## src/aq_cfg.svh

```systemverilog
`ifndef AQ_CFG_SVH
`define AQ_CFG_SVH

// per-bank field widths
`define AQ_ADDR_W   15
`define AQ_DATA_W   32
`define AQ_MASK_W   4
`define AQ_SIZE_W   2
`define AQ_PTCID_W  7

// entries per core queue
`define AQ_DEPTH    4

// short entry holds valids, addresses, sizes, ptcid and pcd
`define AQ_SHORT_W  (2 + 2*`AQ_ADDR_W + 2*`AQ_SIZE_W + `AQ_PTCID_W + 1)

// long entry adds data and masks on top of the short entry
`define AQ_LONG_W   (2*`AQ_DATA_W + 2*`AQ_MASK_W + `AQ_SHORT_W)

// fill entry holds valids, addresses, data and pcd
`define AQ_FILL_W   (2 + 2*`AQ_ADDR_W + 2*`AQ_DATA_W + 1)

`endif

```

## src/aq_pkg.sv

```systemverilog
package aq_pkg;

    // source currently presented at the output
    typedef enum logic [1:0] {
        SRC_RD  = 2'd0,
        SRC_SW  = 2'd1,
        SRC_WB  = 2'd2,
        SRC_BUS = 2'd3
    } aq_src_e;

endpackage

```

## src/access_queue.sv

```systemverilog
`include "aq_cfg.svh"

module access_queue #(
    parameter int ENTRY_W = `AQ_SHORT_W,
    parameter int DEPTH   = `AQ_DEPTH
) (
    input  logic               clk,
    input  logic               rst_n_i,
    input  logic               write_i,
    input  logic               pop_i,
    input  logic [ENTRY_W-1:0] entry_i,
    output logic [ENTRY_W-1:0] entry_o,
    output logic               empty_o,
    output logic               full_o
);

    localparam int PTR_W = (DEPTH > 1) ? $clog2(DEPTH) : 1;
    localparam int CNT_W = $clog2(DEPTH + 1);

    logic [ENTRY_W-1:0] mem [DEPTH];
    logic [PTR_W-1:0]   wr_ptr;
    logic [PTR_W-1:0]   rd_ptr;
    logic [CNT_W-1:0]   count;
    logic               do_push;
    logic               do_pop;

    function automatic logic [PTR_W-1:0] next_ptr(input logic [PTR_W-1:0] ptr);
        logic [PTR_W-1:0] nxt;
        if (ptr == PTR_W'(DEPTH - 1)) begin
            nxt = '0;
        end else begin
            nxt = ptr + 1'b1;
        end
        return nxt;
    endfunction

    assign empty_o = (count == '0);
    assign full_o  = (count == CNT_W'(DEPTH));

    // a pop on a full queue frees the slot for a push in the same cycle
    assign do_pop  = pop_i && !empty_o;
    assign do_push = write_i && (!full_o || do_pop);

    // show-ahead head
    assign entry_o = empty_o ? '0 : mem[rd_ptr];

    always_ff @(posedge clk) begin
        if (do_push) begin
            mem[wr_ptr] <= entry_i;
        end
    end

    always_ff @(posedge clk or negedge rst_n_i) begin
        if (!rst_n_i) begin
            wr_ptr <= '0;
            rd_ptr <= '0;
            count  <= '0;
        end else begin
            if (do_push) begin
                wr_ptr <= next_ptr(wr_ptr);
            end
            if (do_pop) begin
                rd_ptr <= next_ptr(rd_ptr);
            end
            case ({do_push, do_pop})
                2'b10:   count <= count + 1'b1;
                2'b01:   count <= count - 1'b1;
                default: count <= count;
            endcase
        end
    end

endmodule

```

## src/aq_arbiter.sv

```systemverilog
module aq_arbiter (
    input  logic              bus_full_i,
    input  logic              wb_empty_i,
    input  logic              sw_empty_i,
    input  logic              rd_empty_i,
    input  logic              read_i,
    output aq_pkg::aq_src_e   src_o,
    output logic              r_o,
    output logic              sw_o,
    output logic              w_o,
    output logic              from_bus_o,
    output logic              pop_rd_o,
    output logic              pop_sw_o,
    output logic              pop_wb_o,
    output logic              pop_bus_o,
    output logic              aq_empty_o
);

    import aq_pkg::*;

    // bus wins, then write-back, then store-write, then read
    assign from_bus_o = bus_full_i;
    assign w_o        = !bus_full_i && !wb_empty_i;
    assign sw_o       = !bus_full_i && wb_empty_i && !sw_empty_i;
    assign r_o        = !bus_full_i && wb_empty_i && sw_empty_i && !rd_empty_i;

    assign aq_empty_o = !bus_full_i && wb_empty_i && sw_empty_i && rd_empty_i;

    always_comb begin
        if (bus_full_i) begin
            src_o = SRC_BUS;
        end else if (!wb_empty_i) begin
            src_o = SRC_WB;
        end else if (!sw_empty_i) begin
            src_o = SRC_SW;
        end else begin
            src_o = SRC_RD;
        end
    end

    // only the presented source sees the pop
    assign pop_bus_o = read_i && from_bus_o;
    assign pop_wb_o  = read_i && w_o;
    assign pop_sw_o  = read_i && sw_o;
    assign pop_rd_o  = read_i && r_o;

endmodule

```

## src/aq_out_mux.sv

```systemverilog
`include "aq_cfg.svh"

module aq_out_mux (
    input  aq_pkg::aq_src_e          src_i,
    input  logic                     any_i,
    input  logic [`AQ_SHORT_W-1:0]   rd_entry_i,
    input  logic [`AQ_SHORT_W-1:0]   sw_entry_i,
    input  logic [`AQ_LONG_W-1:0]    wb_entry_i,
    input  logic [`AQ_FILL_W-1:0]    bus_entry_i,
    output logic                     valid_e_o,
    output logic                     valid_o_o,
    output logic [`AQ_ADDR_W-1:0]    addr_e_o,
    output logic [`AQ_ADDR_W-1:0]    addr_o_o,
    output logic [`AQ_DATA_W-1:0]    data_e_o,
    output logic [`AQ_DATA_W-1:0]    data_o_o,
    output logic [`AQ_SIZE_W-1:0]    size_e_o,
    output logic [`AQ_SIZE_W-1:0]    size_o_o,
    output logic [`AQ_MASK_W-1:0]    mask_e_o,
    output logic [`AQ_MASK_W-1:0]    mask_o_o,
    output logic [`AQ_PTCID_W-1:0]   ptcid_o,
    output logic                     pcd_o
);

    import aq_pkg::*;

    logic [`AQ_SHORT_W-1:0] core_sel;

    logic                   c_valid_e;
    logic                   c_valid_o;
    logic [`AQ_ADDR_W-1:0]  c_addr_e;
    logic [`AQ_ADDR_W-1:0]  c_addr_o;
    logic [`AQ_SIZE_W-1:0]  c_size_e;
    logic [`AQ_SIZE_W-1:0]  c_size_o;
    logic [`AQ_PTCID_W-1:0] c_ptcid;
    logic                   c_pcd;

    logic [`AQ_DATA_W-1:0]  w_data_e;
    logic [`AQ_DATA_W-1:0]  w_data_o;
    logic [`AQ_MASK_W-1:0]  w_mask_e;
    logic [`AQ_MASK_W-1:0]  w_mask_o;

    logic                   b_valid_e;
    logic                   b_valid_o;
    logic [`AQ_ADDR_W-1:0]  b_addr_e;
    logic [`AQ_ADDR_W-1:0]  b_addr_o;
    logic [`AQ_DATA_W-1:0]  b_data_e;
    logic [`AQ_DATA_W-1:0]  b_data_o;
    logic                   b_pcd;

    // the write-back entry carries the short fields in its low bits
    always_comb begin
        case (src_i)
            SRC_SW:  core_sel = sw_entry_i;
            SRC_WB:  core_sel = wb_entry_i[`AQ_SHORT_W-1:0];
            default: core_sel = rd_entry_i;
        endcase
    end

    assign {c_valid_e, c_valid_o, c_addr_e, c_addr_o,
            c_size_e, c_size_o, c_ptcid, c_pcd} = core_sel;

    assign {w_data_e, w_data_o, w_mask_e, w_mask_o} = wb_entry_i[`AQ_LONG_W-1:`AQ_SHORT_W];

    assign {b_valid_e, b_valid_o, b_addr_e, b_addr_o,
            b_data_e, b_data_o, b_pcd} = bus_entry_i;

    always_comb begin
        if (src_i == SRC_BUS) begin
            valid_e_o = b_valid_e;
            valid_o_o = b_valid_o;
            addr_e_o  = b_addr_e;
            addr_o_o  = b_addr_o;
            data_e_o  = b_data_e;
            data_o_o  = b_data_o;
            // a line fill writes every byte
            mask_e_o  = '1;
            mask_o_o  = '1;
            size_e_o  = '0;
            size_o_o  = '0;
            ptcid_o   = '0;
            pcd_o     = b_pcd;
        end else begin
            valid_e_o = c_valid_e;
            valid_o_o = c_valid_o;
            addr_e_o  = c_addr_e;
            addr_o_o  = c_addr_o;
            size_e_o  = c_size_e;
            size_o_o  = c_size_o;
            ptcid_o   = c_ptcid;
            pcd_o     = c_pcd;
            data_e_o  = (src_i == SRC_WB) ? w_data_e : '0;
            data_o_o  = (src_i == SRC_WB) ? w_data_o : '0;
            mask_e_o  = (src_i == SRC_WB) ? w_mask_e : '0;
            mask_o_o  = (src_i == SRC_WB) ? w_mask_o : '0;
        end
        // nothing presented
        if (!any_i) begin
            valid_e_o = 1'b0;
            valid_o_o = 1'b0;
        end
    end

endmodule

```

## src/bus_fill_reg.sv

```systemverilog
`include "aq_cfg.svh"

module bus_fill_reg (
    input  logic                  clk,
    input  logic                  rst_n_i,
    input  logic                  load_i,
    input  logic                  pop_i,
    input  logic                  valid_e_i,
    input  logic                  valid_o_i,
    input  logic [`AQ_ADDR_W-1:0] addr_e_i,
    input  logic [`AQ_ADDR_W-1:0] addr_o_i,
    input  logic [`AQ_DATA_W-1:0] data_e_i,
    input  logic [`AQ_DATA_W-1:0] data_o_i,
    input  logic                  pcd_i,
    output logic [`AQ_FILL_W-1:0] entry_o,
    output logic                  full_o
);

    logic [`AQ_FILL_W-1:0] fill_q;
    logic                  take;
    logic                  retire;

    // a fill being retired makes room for the next one
    assign retire = pop_i && full_o;
    assign take   = load_i && (!full_o || retire);

    always_ff @(posedge clk) begin
        if (take) begin
            fill_q <= {valid_e_i, valid_o_i, addr_e_i, addr_o_i, data_e_i, data_o_i, pcd_i};
        end
    end

    always_ff @(posedge clk or negedge rst_n_i) begin
        if (!rst_n_i) begin
            full_o <= 1'b0;
        end else if (take) begin
            full_o <= 1'b1;
        end else if (retire) begin
            full_o <= 1'b0;
        end
    end

    assign entry_o = full_o ? fill_q : '0;

endmodule

```

## src/cache_aq_sys.sv

```systemverilog
`include "aq_cfg.svh"

module cache_aq_sys (
    input  logic                   clk,
    input  logic                   rst_n_i,
    // read lookups
    input  logic                   rd_write_i,
    input  logic                   rd_valid_e_i,
    input  logic                   rd_valid_o_i,
    input  logic [`AQ_ADDR_W-1:0]  rd_addr_e_i,
    input  logic [`AQ_ADDR_W-1:0]  rd_addr_o_i,
    input  logic [`AQ_SIZE_W-1:0]  rd_size_e_i,
    input  logic [`AQ_SIZE_W-1:0]  rd_size_o_i,
    input  logic [`AQ_PTCID_W-1:0] rd_ptcid_i,
    input  logic                   rd_pcd_i,
    // store-write checks
    input  logic                   sw_write_i,
    input  logic                   sw_valid_e_i,
    input  logic                   sw_valid_o_i,
    input  logic [`AQ_ADDR_W-1:0]  sw_addr_e_i,
    input  logic [`AQ_ADDR_W-1:0]  sw_addr_o_i,
    input  logic [`AQ_SIZE_W-1:0]  sw_size_e_i,
    input  logic [`AQ_SIZE_W-1:0]  sw_size_o_i,
    input  logic [`AQ_PTCID_W-1:0] sw_ptcid_i,
    input  logic                   sw_pcd_i,
    // write-backs
    input  logic                   wb_write_i,
    input  logic                   wb_valid_e_i,
    input  logic                   wb_valid_o_i,
    input  logic [`AQ_ADDR_W-1:0]  wb_addr_e_i,
    input  logic [`AQ_ADDR_W-1:0]  wb_addr_o_i,
    input  logic [`AQ_SIZE_W-1:0]  wb_size_e_i,
    input  logic [`AQ_SIZE_W-1:0]  wb_size_o_i,
    input  logic [`AQ_PTCID_W-1:0] wb_ptcid_i,
    input  logic                   wb_pcd_i,
    input  logic [`AQ_DATA_W-1:0]  wb_data_e_i,
    input  logic [`AQ_DATA_W-1:0]  wb_data_o_i,
    input  logic [`AQ_MASK_W-1:0]  wb_mask_e_i,
    input  logic [`AQ_MASK_W-1:0]  wb_mask_o_i,
    // bus line fill
    input  logic                   bus_load_i,
    input  logic                   bus_valid_e_i,
    input  logic                   bus_valid_o_i,
    input  logic [`AQ_ADDR_W-1:0]  bus_addr_e_i,
    input  logic [`AQ_ADDR_W-1:0]  bus_addr_o_i,
    input  logic [`AQ_DATA_W-1:0]  bus_data_e_i,
    input  logic [`AQ_DATA_W-1:0]  bus_data_o_i,
    input  logic                   bus_pcd_i,
    input  logic                   read_i,
    // presented request
    output logic                   valid_e_o,
    output logic                   valid_o_o,
    output logic [`AQ_ADDR_W-1:0]  addr_e_o,
    output logic [`AQ_ADDR_W-1:0]  addr_o_o,
    output logic [`AQ_DATA_W-1:0]  data_e_o,
    output logic [`AQ_DATA_W-1:0]  data_o_o,
    output logic [`AQ_SIZE_W-1:0]  size_e_o,
    output logic [`AQ_SIZE_W-1:0]  size_o_o,
    output logic [`AQ_MASK_W-1:0]  mask_e_o,
    output logic [`AQ_MASK_W-1:0]  mask_o_o,
    output logic [`AQ_PTCID_W-1:0] ptcid_o,
    output logic                   pcd_o,
    output logic                   r_o,
    output logic                   sw_o,
    output logic                   w_o,
    output logic                   from_bus_o,
    output logic                   aq_empty_o,
    output logic                   rdaq_full_o,
    output logic                   swaq_full_o,
    output logic                   wbaq_full_o,
    output logic                   bus_full_o
);

    import aq_pkg::*;

    logic [`AQ_SHORT_W-1:0] rd_in;
    logic [`AQ_SHORT_W-1:0] sw_in;
    logic [`AQ_LONG_W-1:0]  wb_in;
    logic [`AQ_SHORT_W-1:0] rd_head;
    logic [`AQ_SHORT_W-1:0] sw_head;
    logic [`AQ_LONG_W-1:0]  wb_head;
    logic [`AQ_FILL_W-1:0]  bus_head;
    logic                   rd_empty;
    logic                   sw_empty;
    logic                   wb_empty;
    logic                   pop_rd;
    logic                   pop_sw;
    logic                   pop_wb;
    logic                   pop_bus;
    aq_src_e                src;

    // entry packing shared with aq_out_mux
    assign rd_in = {rd_valid_e_i, rd_valid_o_i, rd_addr_e_i, rd_addr_o_i,
                    rd_size_e_i, rd_size_o_i, rd_ptcid_i, rd_pcd_i};
    assign sw_in = {sw_valid_e_i, sw_valid_o_i, sw_addr_e_i, sw_addr_o_i,
                    sw_size_e_i, sw_size_o_i, sw_ptcid_i, sw_pcd_i};
    assign wb_in = {wb_data_e_i, wb_data_o_i, wb_mask_e_i, wb_mask_o_i,
                    wb_valid_e_i, wb_valid_o_i, wb_addr_e_i, wb_addr_o_i,
                    wb_size_e_i, wb_size_o_i, wb_ptcid_i, wb_pcd_i};

    access_queue #(.ENTRY_W(`AQ_SHORT_W)) rd_q (
        .clk(clk), .rst_n_i(rst_n_i), .write_i(rd_write_i), .pop_i(pop_rd),
        .entry_i(rd_in), .entry_o(rd_head), .empty_o(rd_empty), .full_o(rdaq_full_o)
    );

    access_queue #(.ENTRY_W(`AQ_SHORT_W)) sw_q (
        .clk(clk), .rst_n_i(rst_n_i), .write_i(sw_write_i), .pop_i(pop_sw),
        .entry_i(sw_in), .entry_o(sw_head), .empty_o(sw_empty), .full_o(swaq_full_o)
    );

    access_queue #(.ENTRY_W(`AQ_LONG_W)) wb_q (
        .clk(clk), .rst_n_i(rst_n_i), .write_i(wb_write_i), .pop_i(pop_wb),
        .entry_i(wb_in), .entry_o(wb_head), .empty_o(wb_empty), .full_o(wbaq_full_o)
    );

    bus_fill_reg i_bus_fill_reg (
        .clk(clk), .rst_n_i(rst_n_i), .load_i(bus_load_i), .pop_i(pop_bus),
        .valid_e_i(bus_valid_e_i), .valid_o_i(bus_valid_o_i),
        .addr_e_i(bus_addr_e_i), .addr_o_i(bus_addr_o_i),
        .data_e_i(bus_data_e_i), .data_o_i(bus_data_o_i), .pcd_i(bus_pcd_i),
        .entry_o(bus_head), .full_o(bus_full_o)
    );

    aq_arbiter i_aq_arbiter (
        .bus_full_i(bus_full_o), .wb_empty_i(wb_empty), .sw_empty_i(sw_empty),
        .rd_empty_i(rd_empty), .read_i(read_i), .src_o(src),
        .r_o(r_o), .sw_o(sw_o), .w_o(w_o), .from_bus_o(from_bus_o),
        .pop_rd_o(pop_rd), .pop_sw_o(pop_sw), .pop_wb_o(pop_wb), .pop_bus_o(pop_bus),
        .aq_empty_o(aq_empty_o)
    );

    aq_out_mux i_aq_out_mux (
        .src_i(src), .any_i(!aq_empty_o),
        .rd_entry_i(rd_head), .sw_entry_i(sw_head),
        .wb_entry_i(wb_head), .bus_entry_i(bus_head),
        .valid_e_o(valid_e_o), .valid_o_o(valid_o_o),
        .addr_e_o(addr_e_o), .addr_o_o(addr_o_o),
        .data_e_o(data_e_o), .data_o_o(data_o_o),
        .size_e_o(size_e_o), .size_o_o(size_o_o),
        .mask_e_o(mask_e_o), .mask_o_o(mask_o_o),
        .ptcid_o(ptcid_o), .pcd_o(pcd_o)
    );

endmodule

```

## config.mk

```make
export PLATFORM = sky130hd
export DESIGN_NAME = cache_aq_sys
export DESIGN_NICKNAME = d
export VERILOG_FILES = /design/src/aq_pkg.sv /design/src/access_queue.sv /design/src/aq_arbiter.sv /design/src/aq_out_mux.sv /design/src/bus_fill_reg.sv /design/src/cache_aq_sys.sv
export VERILOG_INCLUDE_DIRS = /design/src
export SDC_FILE = /design/constraint.sdc
export NUM_CORES = 1
export LEC_CHECK = 0
export ABC_AREA = 1
export BUFFER_PORTS_ARGS = -buffer_cell sky130_fd_sc_hd__buf_2
export CORE_MARGIN = 3
export CORE_UTILIZATION = 45
export CTS_CLUSTER_SIZE = 8
export DETAILED_ROUTE_END_ITERATION = 16
export REMOVE_ABC_BUFFERS = 1
export SLEW_MARGIN = 25
export SYNTH_ARGS = -nofsm -noshare
export SYNTH_HDL_FRONTEND = slang
export SYNTH_SLANG_ARGS = --single-unit
export TNS_END_PERCENT = 50
```

## constraint.sdc

```tcl
create_clock -name clk -period 7.1 [get_ports clk]
set_clock_uncertainty 0.2 [all_clocks]
set_input_delay 1.42 -clock clk [delete_from_list [all_inputs] [get_ports clk]]
set_output_delay 1.42 -clock clk [all_outputs]
set_load 0.005 [all_outputs]
```

==> results list, run 1 <==
- In the synthesized netlist, the cells that appear most often are edfxtp_1, nand2_1, nand3_1.
- Pleak: 16.5 nW
- Port Buffers: 432
* Net Sw Frac: 32.8%
- The die is 294 µm tall.
* Crit path setup slack, layout: 1.43 ns
* Fraction of the yosys area taken by sequential cells: 75.1%
* Max H-tree Level: 4
- The critical path in this run is classified as reg -> out.
- Number of hold-slack violations in the final timing report: 0
* Combinational share of power: 25.1%
* Share of the clock period used by the worst path: 79.8%
- Worst Path Max Fanout: 56
* Total iterations of the first detailed-routing run: 5
- Wire length reported by the detailed router: 101000 µm
- The tree is rooted in a clkbuf_16.
* Number of synthesis warnings: 0
- Layout Cell Area excl Fill: 44100 µm²
- Static timing analysis puts the maximum clock frequency at 0.177 GHz.
- Routability-driven placement finished with a final weighted congestion of 0.804.
* Buffers plus inverters on the worst setup path: 3
- The synthesized netlist occupies a cell area of 37300 µm².
* Share of Yosys cell area claimed by the top area cell type: 73.6%
- Cell with the most instances after synthesis: edfxtp_1
- Number of nets in the finished design: 3670
* Rows: 104
* Placed Area: 40300 µm²
- Pin slew with the least headroom to its limit: 1.05 ns
- Outcome: finished, final reports clean
- In the final layout, the multi-input gates occupy 8210 µm².
- Half-perimeter wire length after detailed placement: 61500 µm
* Pins Over Slew Limit: 0
- Drc violations: 0
- IO Pins: 433
- Setup repair after global routing left no endpoint under its margin.
- Using the TritonRoute via totals, the vias-per-cell ratio works out to 5.47.
* Count of fill cells added during filler insertion: 6691
* Storage cell area: 28000 µm²
- Clk sink count: 935
- After layout, the minimum clock period comes to 5.67 ns.
- Post-CTS setup buffer count: 0
- Number of distinct standard cells referenced by the synthesized netlist: 37
- Vias: 24400
- Core area: 81300 µm²
- Each instance of the synthesized netlist takes up on average 12.8 µm².
- Via count of the first global-routing pass: 24900
* Dominant register cell in the synthesized netlist: edfxtp_1
- Max clock buf depth: 3
- Counting every instance in the synthesized netlist gives 2905.
- On the worst path, the slowest cell contributes a delay of 0.60 ns.
- Iteration-0 DRC Markers: 1719
- Total overflow reported by the global router: 0
* Die span in x: 294 µm
- Prior to clock tree synthesis, the placed netlist has a worst setup slack of 2.12 ns.
- The first global-routing pass estimated 150000 µm of wire.
- Clock slew at reported path FFs: 0.05 ns
- Worst-case vdd ir drop: 0.272 mV
- CP delay by family, top: buffers and inverters
* Routed wirelength normalized by instance count: 22.7 µm
* Power density over the cells: 403 nW/µm²
- The clock network accounts for 32.1% of the total power.
* Critical Path RT: 5.48 ns
- The detail route stage leaves a number of antenna-violating nets equal to 0.
* Number of enable-type register cells in the synthesized netlist: 913
- Worst relative slew slack: 30.3%
- Kind of end point of the critical path: output pin
- The clock reaches the later pin of the worst-skew pair after 0.71 ns.
* Number of instances resized during post-cts repair: 0
* # hold bufs at CTS: 0
- Initial Utilization: 45.8%
- Max-cap violations: 0
- Fraction of layout cells with a size suffix above 1: 20.0%
- FFs w/ async S/R, synth: 2.35%
* Cell internal power dissipation: 11.9 mW
- Sorting the synthesized cells by area gives the leading types as edfxtp_1, nand2_1, nand3_1.
- Relative to the synthesized area, the layout overhead comes to 18.4%.
* Library cell with the largest summed area after synthesis: edfxtp_1
* Post-synthesis sequential element count: 935
* Initial antenna violation count: 42
* Die area: 86300 µm²
* Sequential share of power: 42.8%
* Largest net degree at the start of global routing: 134
- At the worst endpoint, the arrival time is 4.05 ns.
- Global routing consumed, over all layers together, 23.3% of the routing resources.
- The worst setup path is launched from a flip-flop.
- Setup violations remaining at the end of the flow were counted as 0.
- Clock tree from TritonCTS: done
* Sw power: 5.82 mW
* Slowest-stage cell, CP: ha_1
- Type of the tightest min-delay check: reg -> reg
* Cell-by-cell trace of the critical path: nor2_4, nand2_4, o21ai_0, ha_1, nand2_1, inv_4, buf_4, nand2_1, o21ai_0, buf_2
- TritonCTS Buffers: 135
==> power groups by stage <==
stage                     clock network (mW)  registers (mW)  logic, mW
after detailed placement                   0            7.72       4.50
after global routing                    6.08            7.67       4.97
final                                   5.70            7.60       4.47
after CTS                               5.82            7.62       4.52
after floorplan                            0            7.80       2.66
after global placement                     0            7.67       4.35
==> cell families after synthesis <==
| group | synth area share, % |
|---|---|
| compound gates | 7.15 |
| fa+ha+maj | 0.766 |
| flops | 75.1 |
| buf+inv | 3.18 |
| xor+xnor | 0.0705 |
| simple gates | 13.8 |
==> sequential cells by signal, indices dropped and copies added (netlist names) <==
name / count
rd_q.mem: 176
rd_q.rd_ptr: 2
wb_q.mem: 464
rd_q.count: 3
i_bus_fill_reg.full_o: 1
sw_q.mem: 176
sw_q.rd_ptr: 2
wb_q.count: 3
rd_q.wr_ptr: 2
wb_q.wr_ptr: 2
i_bus_fill_reg.fill_q: 97
sw_q.wr_ptr: 2
sw_q.count: 3
wb_q.rd_ptr: 2
==> layout by cell type, fill, tap and decap left out, types with 16 or more instances in the layout <==
| cell | instances |
|---|---|
| buf_2 | 432 |
| a32o_1 | 62 |
| inv_1 | 59 |
| edfxtp_1 | 913 |
| nor2_1 | 149 |
| o21ai_0 | 190 |
| o22ai_1 | 71 |
| buf_4 | 36 |
| clkbuf_1 | 21 |
| o21ai_1 | 33 |
| a21oi_1 | 83 |
| nand3_1 | 215 |
| nand2_1 | 857 |
| diode_2 | 26 |
| clkbuf_16 | 137 |
| nor2_4 | 17 |
| dfrtp_1 | 16 |
| ha_1 | 18 |
==> per-layer routing <==
layer  GRT usage, %  part of all wire, %  vias up
li1               -                    -    11300
met5              0                 0.20        -
met4           8.25                  2.7       28
met2           39.4                   49      838
met3           6.29                  7.6      192
met1           29.1                   40    12100
==> area by class of cell <==
cell class / instances / area share, %
multi-input combinational: 1726 / 18.6
tap: 1060 / 3.01
clock buffer: 158 / 7.95
inverter: 72 / 0.675
clock inverter: 15 / 0.505
timing repair buffer: 471 / 5.63
antenna: 26 / 0.148
sequential: 935 / 63.5
==> final timing paths <==
kind / startpoint / end / slack, ns / depth (start not counted)
hold / removal: sw_q.count[0] / sw_q.count[0] / 0.28 / 1
min in group asynchronous: rst_n_i / rd_q.count[1] / 0.53 / 1
setup / recovery: wb_q.count[0] / data_o_o[11] / 1.43 / 10
max in group asynchronous: rst_n_i / wb_q.rd_ptr[1] / 5.68 / 1
hold reg to reg: sw_q.count[0] / sw_q.count[0] / 0.28 / 1
setup reg to reg: i_bus_fill_reg.full_o / rd_q.mem[3][17] / 3.82 / 8
==> worst reg2reg max path, stage by stage, from the launching register on <==
cell     delay, ns
dfrtp_1       0.55
inv_2         0.21
nand3_4       0.14
nor2_4        0.16
nand3_2       0.12
nand2_1       0.11
nand2_2       0.19
nor2_4        0.63
buf_4         0.55
==> metrics by stage <==
step	hold WS, ns	power, mW	setup TNS (ns)	std cells	utilization, %
3_3_place_gp	0.260	12.0	0	4263	49.5
2_1_floorplan	0.242	10.5	-326.76	2733	-
5_1_grt	0.301	18.7	0	4446	54.2
3_5_place_dp	0.274	12.2	0	4263	49.5
4_1_cts	0.283	18.0	0	4436	54.1
6_report	0.277	17.8	0	4463	54.2
Power figures use the tool's default switching activity.
==> run 2, diff against run 1 <==
--- a/config.mk
+++ b/config.mk
@@ -6,12 +6,13 @@
 export SDC_FILE = /design/constraint.sdc
 export NUM_CORES = 1
 export LEC_CHECK = 0
-export ABC_AREA = 1
+export ABC_AREA = 0
 export BUFFER_PORTS_ARGS = -buffer_cell sky130_fd_sc_hd__buf_2
 export CORE_MARGIN = 3
 export CORE_UTILIZATION = 45
 export CTS_CLUSTER_SIZE = 8
 export DETAILED_ROUTE_END_ITERATION = 16
+export PLACE_DENSITY = 0.67
 export REMOVE_ABC_BUFFERS = 1
 export SLEW_MARGIN = 25
 export SYNTH_ARGS = -nofsm -noshare
==> constraint.sdc (replaced) <==
create_clock -name clk -period 4.9 [get_ports clk]
set_clock_uncertainty 0.2 [all_clocks]
set_input_delay 0.98 -clock clk [delete_from_list [all_inputs] [get_ports clk]]
set_output_delay 0.98 -clock clk [all_outputs]
set_load 0.005 [all_outputs]
==> results list, run 2 <==
* Outcome: finished, final reports clean
- Top post-synthesis cells by area: edfxtp_1, mux4_2, a22o_1
* Placed Area: 39200 µm² (-2.8%)
* Count of fill cells added during filler insertion: 5882 (-12%)
* IO Pins: 433 (unchanged)
- Unrepaired setup endpoints after global routing: no
- Number of nets in the finished design: 2428 (-34%)
- The floorplan core area is 78000 µm² (-4.1%).
- The proportion of total power due to net switching is 28.3% (-4.5 points).
- The number of endpoints failing setup at the final stage was 0 (unchanged).
- Cell internal power dissipation: 18.0 mW (+50%)
* Rows: 102 (-1.9%)
- The via count of the first global-routing pass came to 19500 (-22%).
* Peak per-stage delay on the critical path: 0.52 ns (-0.08 ns)
- Traced cell by cell, the critical path runs through or3_4, a21oi_1, inv_1, ha_1, o31a_2, buf_4, a22oi_1, o21ai_0, buf_2.
- Fraction of layout cells with a size suffix above 1: 40.9% (+21 points)
* Power density over the cells: 582 nW/µm² (+44%)
* Max reg flops: 464 (unchanged)
* Number of distinct standard cells referenced by the synthesized netlist: 59 (+59%)
- The worst IR drop on VDD is 0.444 mV (+63%).
* Initial antenna violation count: 31 (-26%)
* Post-synthesis instance area: 35600 µm² (-4.4%)
* Half-perimeter wire length after detailed placement: 53800 µm (-13%)
- Clk sink count: 935 (unchanged)
- Kind of end point of the critical path: output pin
* Share of the clock period used by the worst path: 96.0%
- The final estimated routing congestion in global placement was 0.791 (-1.6%).
- Number of enable-type register cells in the synthesized netlist: 913 (unchanged)
- Routed wirelength normalized by instance count: 27.2 µm (+20%)
* Most instantiated cells after synthesis: edfxtp_1, mux4_2, a22oi_1
- The arrival time at the worst endpoint was 3.52 ns (-0.53 ns).
- The setup path with the least slack is of type reg -> out.
* Largest net degree at the start of global routing: 65 (-51%)
* Dominant register cell in the synthesized netlist: edfxtp_1
- Port Buffers: 432 (unchanged)
- Cell with the most instances after synthesis: edfxtp_1
* Top library cells by usage in the layout, fill and taps aside: edfxtp_1, buf_2, mux4_2
- Combinational share of power: 22.2% (-2.9 points)
- The maximum buffer depth of the clock tree was 3 (unchanged).
- Maximum operating frequency: 0.213 GHz
- Number of hold-slack violations in the final timing report: 0 (unchanged)
- Post-synthesis sequential element count: 935 (unchanged)
- Category of the worst setup path launch point: flip-flop
* Layout Cell Area excl Fill: 43100 µm² (-2.4%)
- From synthesis to final layout, the design area changed by 20.8%.
- Max H-tree Level: 4 (unchanged)
* Max-cap violations: 0 (unchanged)
* Vert. Die Dim: 287 µm (-2.2%)
- The data required time of the worst path was 3.72 ns (-1.76 ns).
- FFs w/ async S/R, synth: 2.35% (unchanged)
- First-pass GRT wire length: 126000 µm (-16%)
- Sw power: 7.08 mW (+22%)
* Type of the tightest min-delay check: in -> async
* Clock power frac: 33.1% (+1.0 points)
- The width of the die is 287 µm (-2.2%).
- Share of Yosys cell area claimed by the top area cell type: 76.9% (+3.4 points)
* Hold slack: 0.0570 ns (-0.220 ns)
- The clock-pin transition on the worst setup and hold timing paths was 0.05 ns (about the same).
- The total number of vias is 18200 (-25%).
* Mean number of vias per cell: 5.69 (+4.1%)
- Clock latency at the later pin of the worst-skew pair: 0.71 ns (about the same)
- The average cell area after synthesis was 22.5 µm² (+75%).
- The tree is rooted in a clkbuf_16.
* Iteration-0 DRC Markers: 1360 (-21%)
- Pins Over Slew Limit: 0 (unchanged)
- The slowest stage of the critical path is the a22oi_1 cell.
* Total overflow reported by the global router: 0 (unchanged)
- Time the final worst path needs with I/O delays and setup: 4.70 ns
- The worst reg2reg path depth came to 4 (-4).
- Clock tree from TritonCTS: done
- The transition time at the pin with the least slew margin came to 1.06 ns (+0.0179 ns).
- The detailed-route wire length came to 87000 µm (-14%).
- Initial Utilization: 45.7% (-0.12 points)
* Worst relative slew slack: 28.5% (-1.8 points)
- The number of search-and-repair iterations in the first detailed-routing pass was 5 (unchanged).
* Number of synthesis warnings: 0 (unchanged)
* # hold bufs at CTS: 0 (unchanged)
- Number of routed nets with antenna violations: 0 (unchanged)
* Post-synthesis instance total: 1586 (-45%)
* Register bank with the most flops: wb_q.mem
- The number of CTS-inserted buffers is 135 (unchanged).
- Commonest non-fill, non-tap cell in the layout: edfxtp_1
- Of all cell types, the one taking the most synthesized area is edfxtp_1.
- The proportion of power drawn by flip-flops and latches was 44.7% (+1.9 points).
* Die area: 82600 µm² (-4.3%)
* Pleak: 14.8 nW (-11%)
- The count of unresolved DRC violations after routing came to 0 (unchanged).
- The largest registers in the layout are wb_q.mem (464), rd_q.mem (176), sw_q.mem (176).
- Worst Path Max Fanout: 20 (-64%)
- Fraction of the yosys area taken by sequential cells: 78.5% (+3.4 points)
- The overall global routing resource usage came to 21.2% (-2.1 points).
-- run 2: cell types whose count changed in the layout (fill, tap and decap cells not counted), moves of 40 or more --
cell,change
nand2_1,-837
o22ai_1,-70
mux4_2,+204
nand3_1,-214
nor2_1,-136
o21ai_0,-148
a21oi_1,-82
a32o_1,-62
a22o_1,+64
inv_1,-40
a22oi_1,+71
-- run 2: layout make-up --
type / instances / area [µm²] / area share [%]
Sequential cell: 935 / 28000 / 65.0
Multi-Input combinational cell: 539 / 7250 / 16.8
Clock buffer: 159 / 3470 / 8.06
Timing Repair Buffer: 469 / 2610 / 6.06
Tap cell: 1040 / 1300 / 3.02
Clock inverter: 17 / 317 / 0.735
Inverter: 19 / 71.3 / 0.166
Antenna cell: 17 / 42.5 / 0.0988
-- run 2: logic make-up (layout without fill, tap and decap cells) --
family,Yosys count,in the layout,share of synthesized area (%)
xor+xnor,5,5,0.123
simple gates,78,79,1.29
compound gates,218,218,4.62
other cells,0,17,0
flops,935,935,78.5
buf+inv,113,664,1.39
mux,216,216,13.3
fa+ha+maj,21,21,0.801
-- run 2: path summary, 6_finish.rpt --
check	start	endpoint	slack [ns]
worst max-delay path	sw_q.count[2]	addr_e_o[13]	0.20
worst min-delay path	rst_n_i	sw_q.wr_ptr[1]	0.06
worst max register to register	i_bus_fill_reg.full_o	wb_q.mem[0][42]	1.42
worst min register to register	sw_q.wr_ptr[1]	sw_q.wr_ptr[1]	0.39
max in group asynchronous	rst_n_i	sw_q.rd_ptr[0]	4.00
min in group clk	bus_addr_e_i[8]	i_bus_fill_reg.fill_q[88]	0.24
-- run 2: worst max-delay path, delay by kind of cell, from the launching register on --
kind	cells	cell delay, ns
buf+inv	3	0.53
simple gates	1	0.44
fa+ha+maj	1	0.20
compound gates	4	1.10
flops	1	0.49
-- run 2: power by group through the flow --
stage | Sequential [mW] | Clock [mW] | Combinational [mW]
2_1_floorplan | 11.4 | 0 | 3.53
3_5_place_dp | 11.4 | 0 | 5.67
3_3_place_gp | 11.3 | 0 | 5.59
5_1_grt | 11.3 | 8.84 | 6.00
6_report | 11.2 | 8.30 | 5.56
4_1_cts | 11.2 | 8.48 | 5.70
-- run 2: per-stage QoR --
| step | TNS, ns | utilization, % | setup slack (ns) | std cells | power, mW |
|---|---|---|---|---|---|
| after detailed placement | 0 | 50.2 | 0.546 | 2999 | 17.0 |
| after global routing | 0 | 55.2 | 0.0480 | 3184 | 26.2 |
| after CTS | 0 | 55.1 | 0.0198 | 3175 | 25.4 |
| after floorplan | -230.38 | - | -1.87 | 1492 | 14.9 |
| after global placement | 0 | 50.2 | 0.708 | 2999 | 16.8 |
| final | 0 | 55.2 | 0.198 | 3195 | 25.1 |
-- run 2: timing repair --
item,4_1_cts,5_1_grt
endpoints found under the setup margin,4,28
resized for setup,2,6
buffers inserted,0,2
gates cloned,0,1
pin swaps,1,1
-- run 2: routing by layer --
layer / up-vias / GRT usage (%) / share of wire, %
met2: 702 / 35.8 / 51
met3: 187 / 5.96 / 7.7
met1: 9509 / 26.2 / 38
li1: 7762 / - / -
met5: - / 0 / 0.24
met4: 32 / 7.92 / 2.5
==> run 3, diff against run 2 <==
--- a/config.mk
+++ b/config.mk
@@ -8,11 +8,14 @@
 export LEC_CHECK = 0
 export ABC_AREA = 0
 export BUFFER_PORTS_ARGS = -buffer_cell sky130_fd_sc_hd__buf_2
+export CELL_PAD_IN_SITES_DETAIL_PLACEMENT = 0
+export CELL_PAD_IN_SITES_GLOBAL_PLACEMENT = 1
 export CORE_MARGIN = 3
 export CORE_UTILIZATION = 45
 export CTS_CLUSTER_SIZE = 8
 export DETAILED_ROUTE_END_ITERATION = 16
-export PLACE_DENSITY = 0.67
+export GPL_TIMING_DRIVEN = 0
+export PLACE_DENSITY_LB_ADDON = 0.1
 export REMOVE_ABC_BUFFERS = 1
 export SLEW_MARGIN = 25
 export SYNTH_ARGS = -nofsm -noshare
==> results list, run 3 (synthesis gave the netlist of run 2 again) <==
- Global-route usage over all layers: 20.9% (-0.34 points)
- The number of CTS-inserted buffers came to 134 (-0.74%).
- Pins Over Slew Limit: 0 (unchanged)
- Hold slack: 0.0628 ns (+0.00574 ns)
* Library cell used as clock root buffer: clkbuf_16
* CP delay by family, top: buffers and inverters
* Vias: 17800 (-2.0%)
* Peak per-stage delay on the critical path: 0.49 ns (-0.03 ns)
- Worst relative slew slack: 49.1% (+21 points)
* Kind of end point of the critical path: output pin
- The largest fanout of any net on the critical path was 12 (-40%).
- Rows: 102 (unchanged)
- The TritonCTS sink count is 935 (unchanged).
- The worst hold path belongs to the class in -> async.
- The wire length per cell came to 26.5 µm (-2.7%).
- The share of total power in combinational logic is 24.1% (+1.9 points).
- The number of levels in the clock H-tree came to 4 (unchanged).
- The count of input and output buffers is 432 (unchanged).
- Clock slew at reported path FFs: 0.05 ns (about the same)
- Max clock buf depth: 3 (unchanged)
- Sw power: 6.95 mW (-1.9%)
* Largest net degree at the start of global routing: 52 (-20%)
* Layout Cell Area excl Fill: 43700 µm² (+1.4%)
* Number of hold-slack violations in the final timing report: 0 (unchanged)
- Count of fill cells added during filler insertion: 6006 (+2.1%)
* First-pass GRT wire length: 125000 µm (-1.4%)
* Cell-by-cell trace of the critical path: nor3_4, a21oi_2, ha_4, nor3b_4, buf_6, buf_4, buf_4, buf_4, a22oi_1, o21ai_0, buf_2
* Wire length reported by the detailed router: 84900 µm (-2.5%)
* Total overflow reported by the global router: 0 (unchanged)
* Placed Area: 39800 µm² (+1.6%)
- The data required time of the worst path is 3.72 ns (about the same).
* Iteration-0 DRC Markers: 1200 (-12%)
* Pin slew with the least headroom to its limit: 0.758 ns (-0.306 ns)
- Max reg flops: 464 (unchanged)
* Buffers plus inverters on the worst setup path: 5 (+2)
- Commonest non-fill, non-tap cell in the layout: edfxtp_1
* Clock tree from TritonCTS: done
- Among the stages of the critical path, the cell type that occurs most often is buf_4.
- Number of routed nets with antenna violations: 0 (unchanged)
- The effective utilization at floorplan came to 45.7% (unchanged).
- Final setup fails: 0 (unchanged)
* Sequential share of power: 43.6% (-1.1 points)
- The final setup TNS is 0 ns (unchanged).
- The total number of nets in the final design was 2446 (+0.74%).
* Final weighted congestion in routability-driven placement: 0.724 (-8.5%)
* Outcome: finished, final reports clean
- The proportion of total power due to net switching was 27.6% (-0.64 points).
- The post-layout minimum cycle time was 4.70 ns (-0.00182 ns).
- The arrival time at the worst endpoint was 3.52 ns (about the same).
* Cell internal power dissipation: 18.2 mW (+1.2%)
* Clock power frac: 32.2% (-0.9 points)
* Die area: 82600 µm² (unchanged)
* Clock latency at the later pin of the worst-skew pair: 0.70 ns (about the same)
- Fraction of layout cells with a size suffix above 1: 41.8% (+0.88 points)
* Drc violations: 0 (unchanged)
- In the layout the commonest cells are edfxtp_1, buf_2, mux4_2.
- Register bank with the most flops: wb_q.mem
* Total iterations of the first detailed-routing run: 5 (unchanged)
- Maximum operating frequency: 0.213 GHz (about the same)
* Pleak: 15.0 nW (+1.6%)
- Core area: 78000 µm² (unchanged)
- Die span in x: 287 µm (unchanged)
- Worst-case vdd ir drop: 0.467 mV (+5.1%)
- Max-cap violations: 0 (unchanged)
- P&R area growth vs syn: 22.5%
* IO Pins: 433 (unchanged)
- The largest registers in the layout are wb_q.mem (464), rd_q.mem (176), sw_q.mem (176).
- The share of the cycle needed by the critical path after routing came to 95.9% (about the same).
- For this design, the slowest cell found on the critical path is dfrtp_1.
* Vert. Die Dim: 287 µm (unchanged)
- The cell area power density came to 576 nW/µm² (-1.1%).
- Category of the worst setup path launch point: flip-flop
- Initial antenna violation count: 39 (+26%)
* Mean number of vias per cell: 5.57 (-2.1%)
- Via count of the first global-routing pass: 19100 (-2.0%)
- Worst Setup Path Type: reg -> out
- The total half-perimeter wirelength after legalization and detailed placement came to 56500 µm (+5.1%).
-- run 3: cell types whose count changed in the layout (fill, tap and decap cells not counted), moves of 2 or more --
cell,delta
ha_4,+2
clkbuf_1,-18
diode_2,+8
ha_2,-2
buf_4,-8
buf_16,+22
buf_12,+7
-- run 3: metal layers --
layer	global-route usage, %	share of wire, %	vias up
met5	0	0.15	-
met4	6.62	2.3	20
met3	5.84	7.8	158
met2	35.3	52	578
met1	26.2	38	9293
li1	-	-	7786
-- run 3: through the flow --
step           setup slack, ns  total power, mW  util, %  instances
6_report                 0.200             25.1     56.0       3201
5_1_grt                -0.0158             26.3     55.9       3183
4_1_cts                0.00543             25.5     55.8       3168
3_5_place_dp            0.0151             17.3     51.0       3012
3_3_place_gp             -5.61             17.1     49.6       2964
2_1_floorplan            -1.87             14.9        -       1492
-- run 3: power by group through the flow --
stage	combinational (mW)	sequential [mW]	clock (mW)
4_1_cts	6.22	11.0	8.33
2_1_floorplan	3.53	11.4	0
3_3_place_gp	5.17	11.9	0
3_5_place_dp	6.18	11.1	0
6_report	6.07	11.0	8.10
5_1_grt	6.56	11.1	8.68
-- run 3: timing repair --
action                                 4_1_cts  5_1_grt
resized for setup                            8        2
buffers inserted                             1        8
hold buffers                                 0        0
setup endpoints to repair                  104       40
pin swaps                                    0        1
endpoints found under the hold margin        0        0
-- run 3: path summary, 6_finish.rpt --
kind	from	to	slack, ns	cells past startpoint
max reg2reg	i_bus_fill_reg.full_o	wb_q.mem[2][64]	1.68	5
max	wb_q.count[0]	addr_e_o[7]	0.20	11
min in group clk	bus_valid_e_i	i_bus_fill_reg.fill_q[96]	0.25	1
max in group asynchronous	rst_n_i	sw_q.rd_ptr[1]	4.01	1
min reg2reg	sw_q.wr_ptr[1]	sw_q.wr_ptr[1]	0.37	1
min	rst_n_i	wb_q.rd_ptr[1]	0.06	1
-- run 3: final cells by class --
cell class / count / area (µm²) / area share, %
clock inverter: 15 / 308 / 0.705
tap: 1040 / 1300 / 2.98
timing repair buffer: 489 / 3280 / 7.52
inverter: 19 / 71.3 / 0.163
sequential: 935 / 28000 / 64.1
antenna: 25 / 62.6 / 0.143
multi-input combinational: 538 / 7270 / 16.6
clock buffer: 140 / 3380 / 7.73
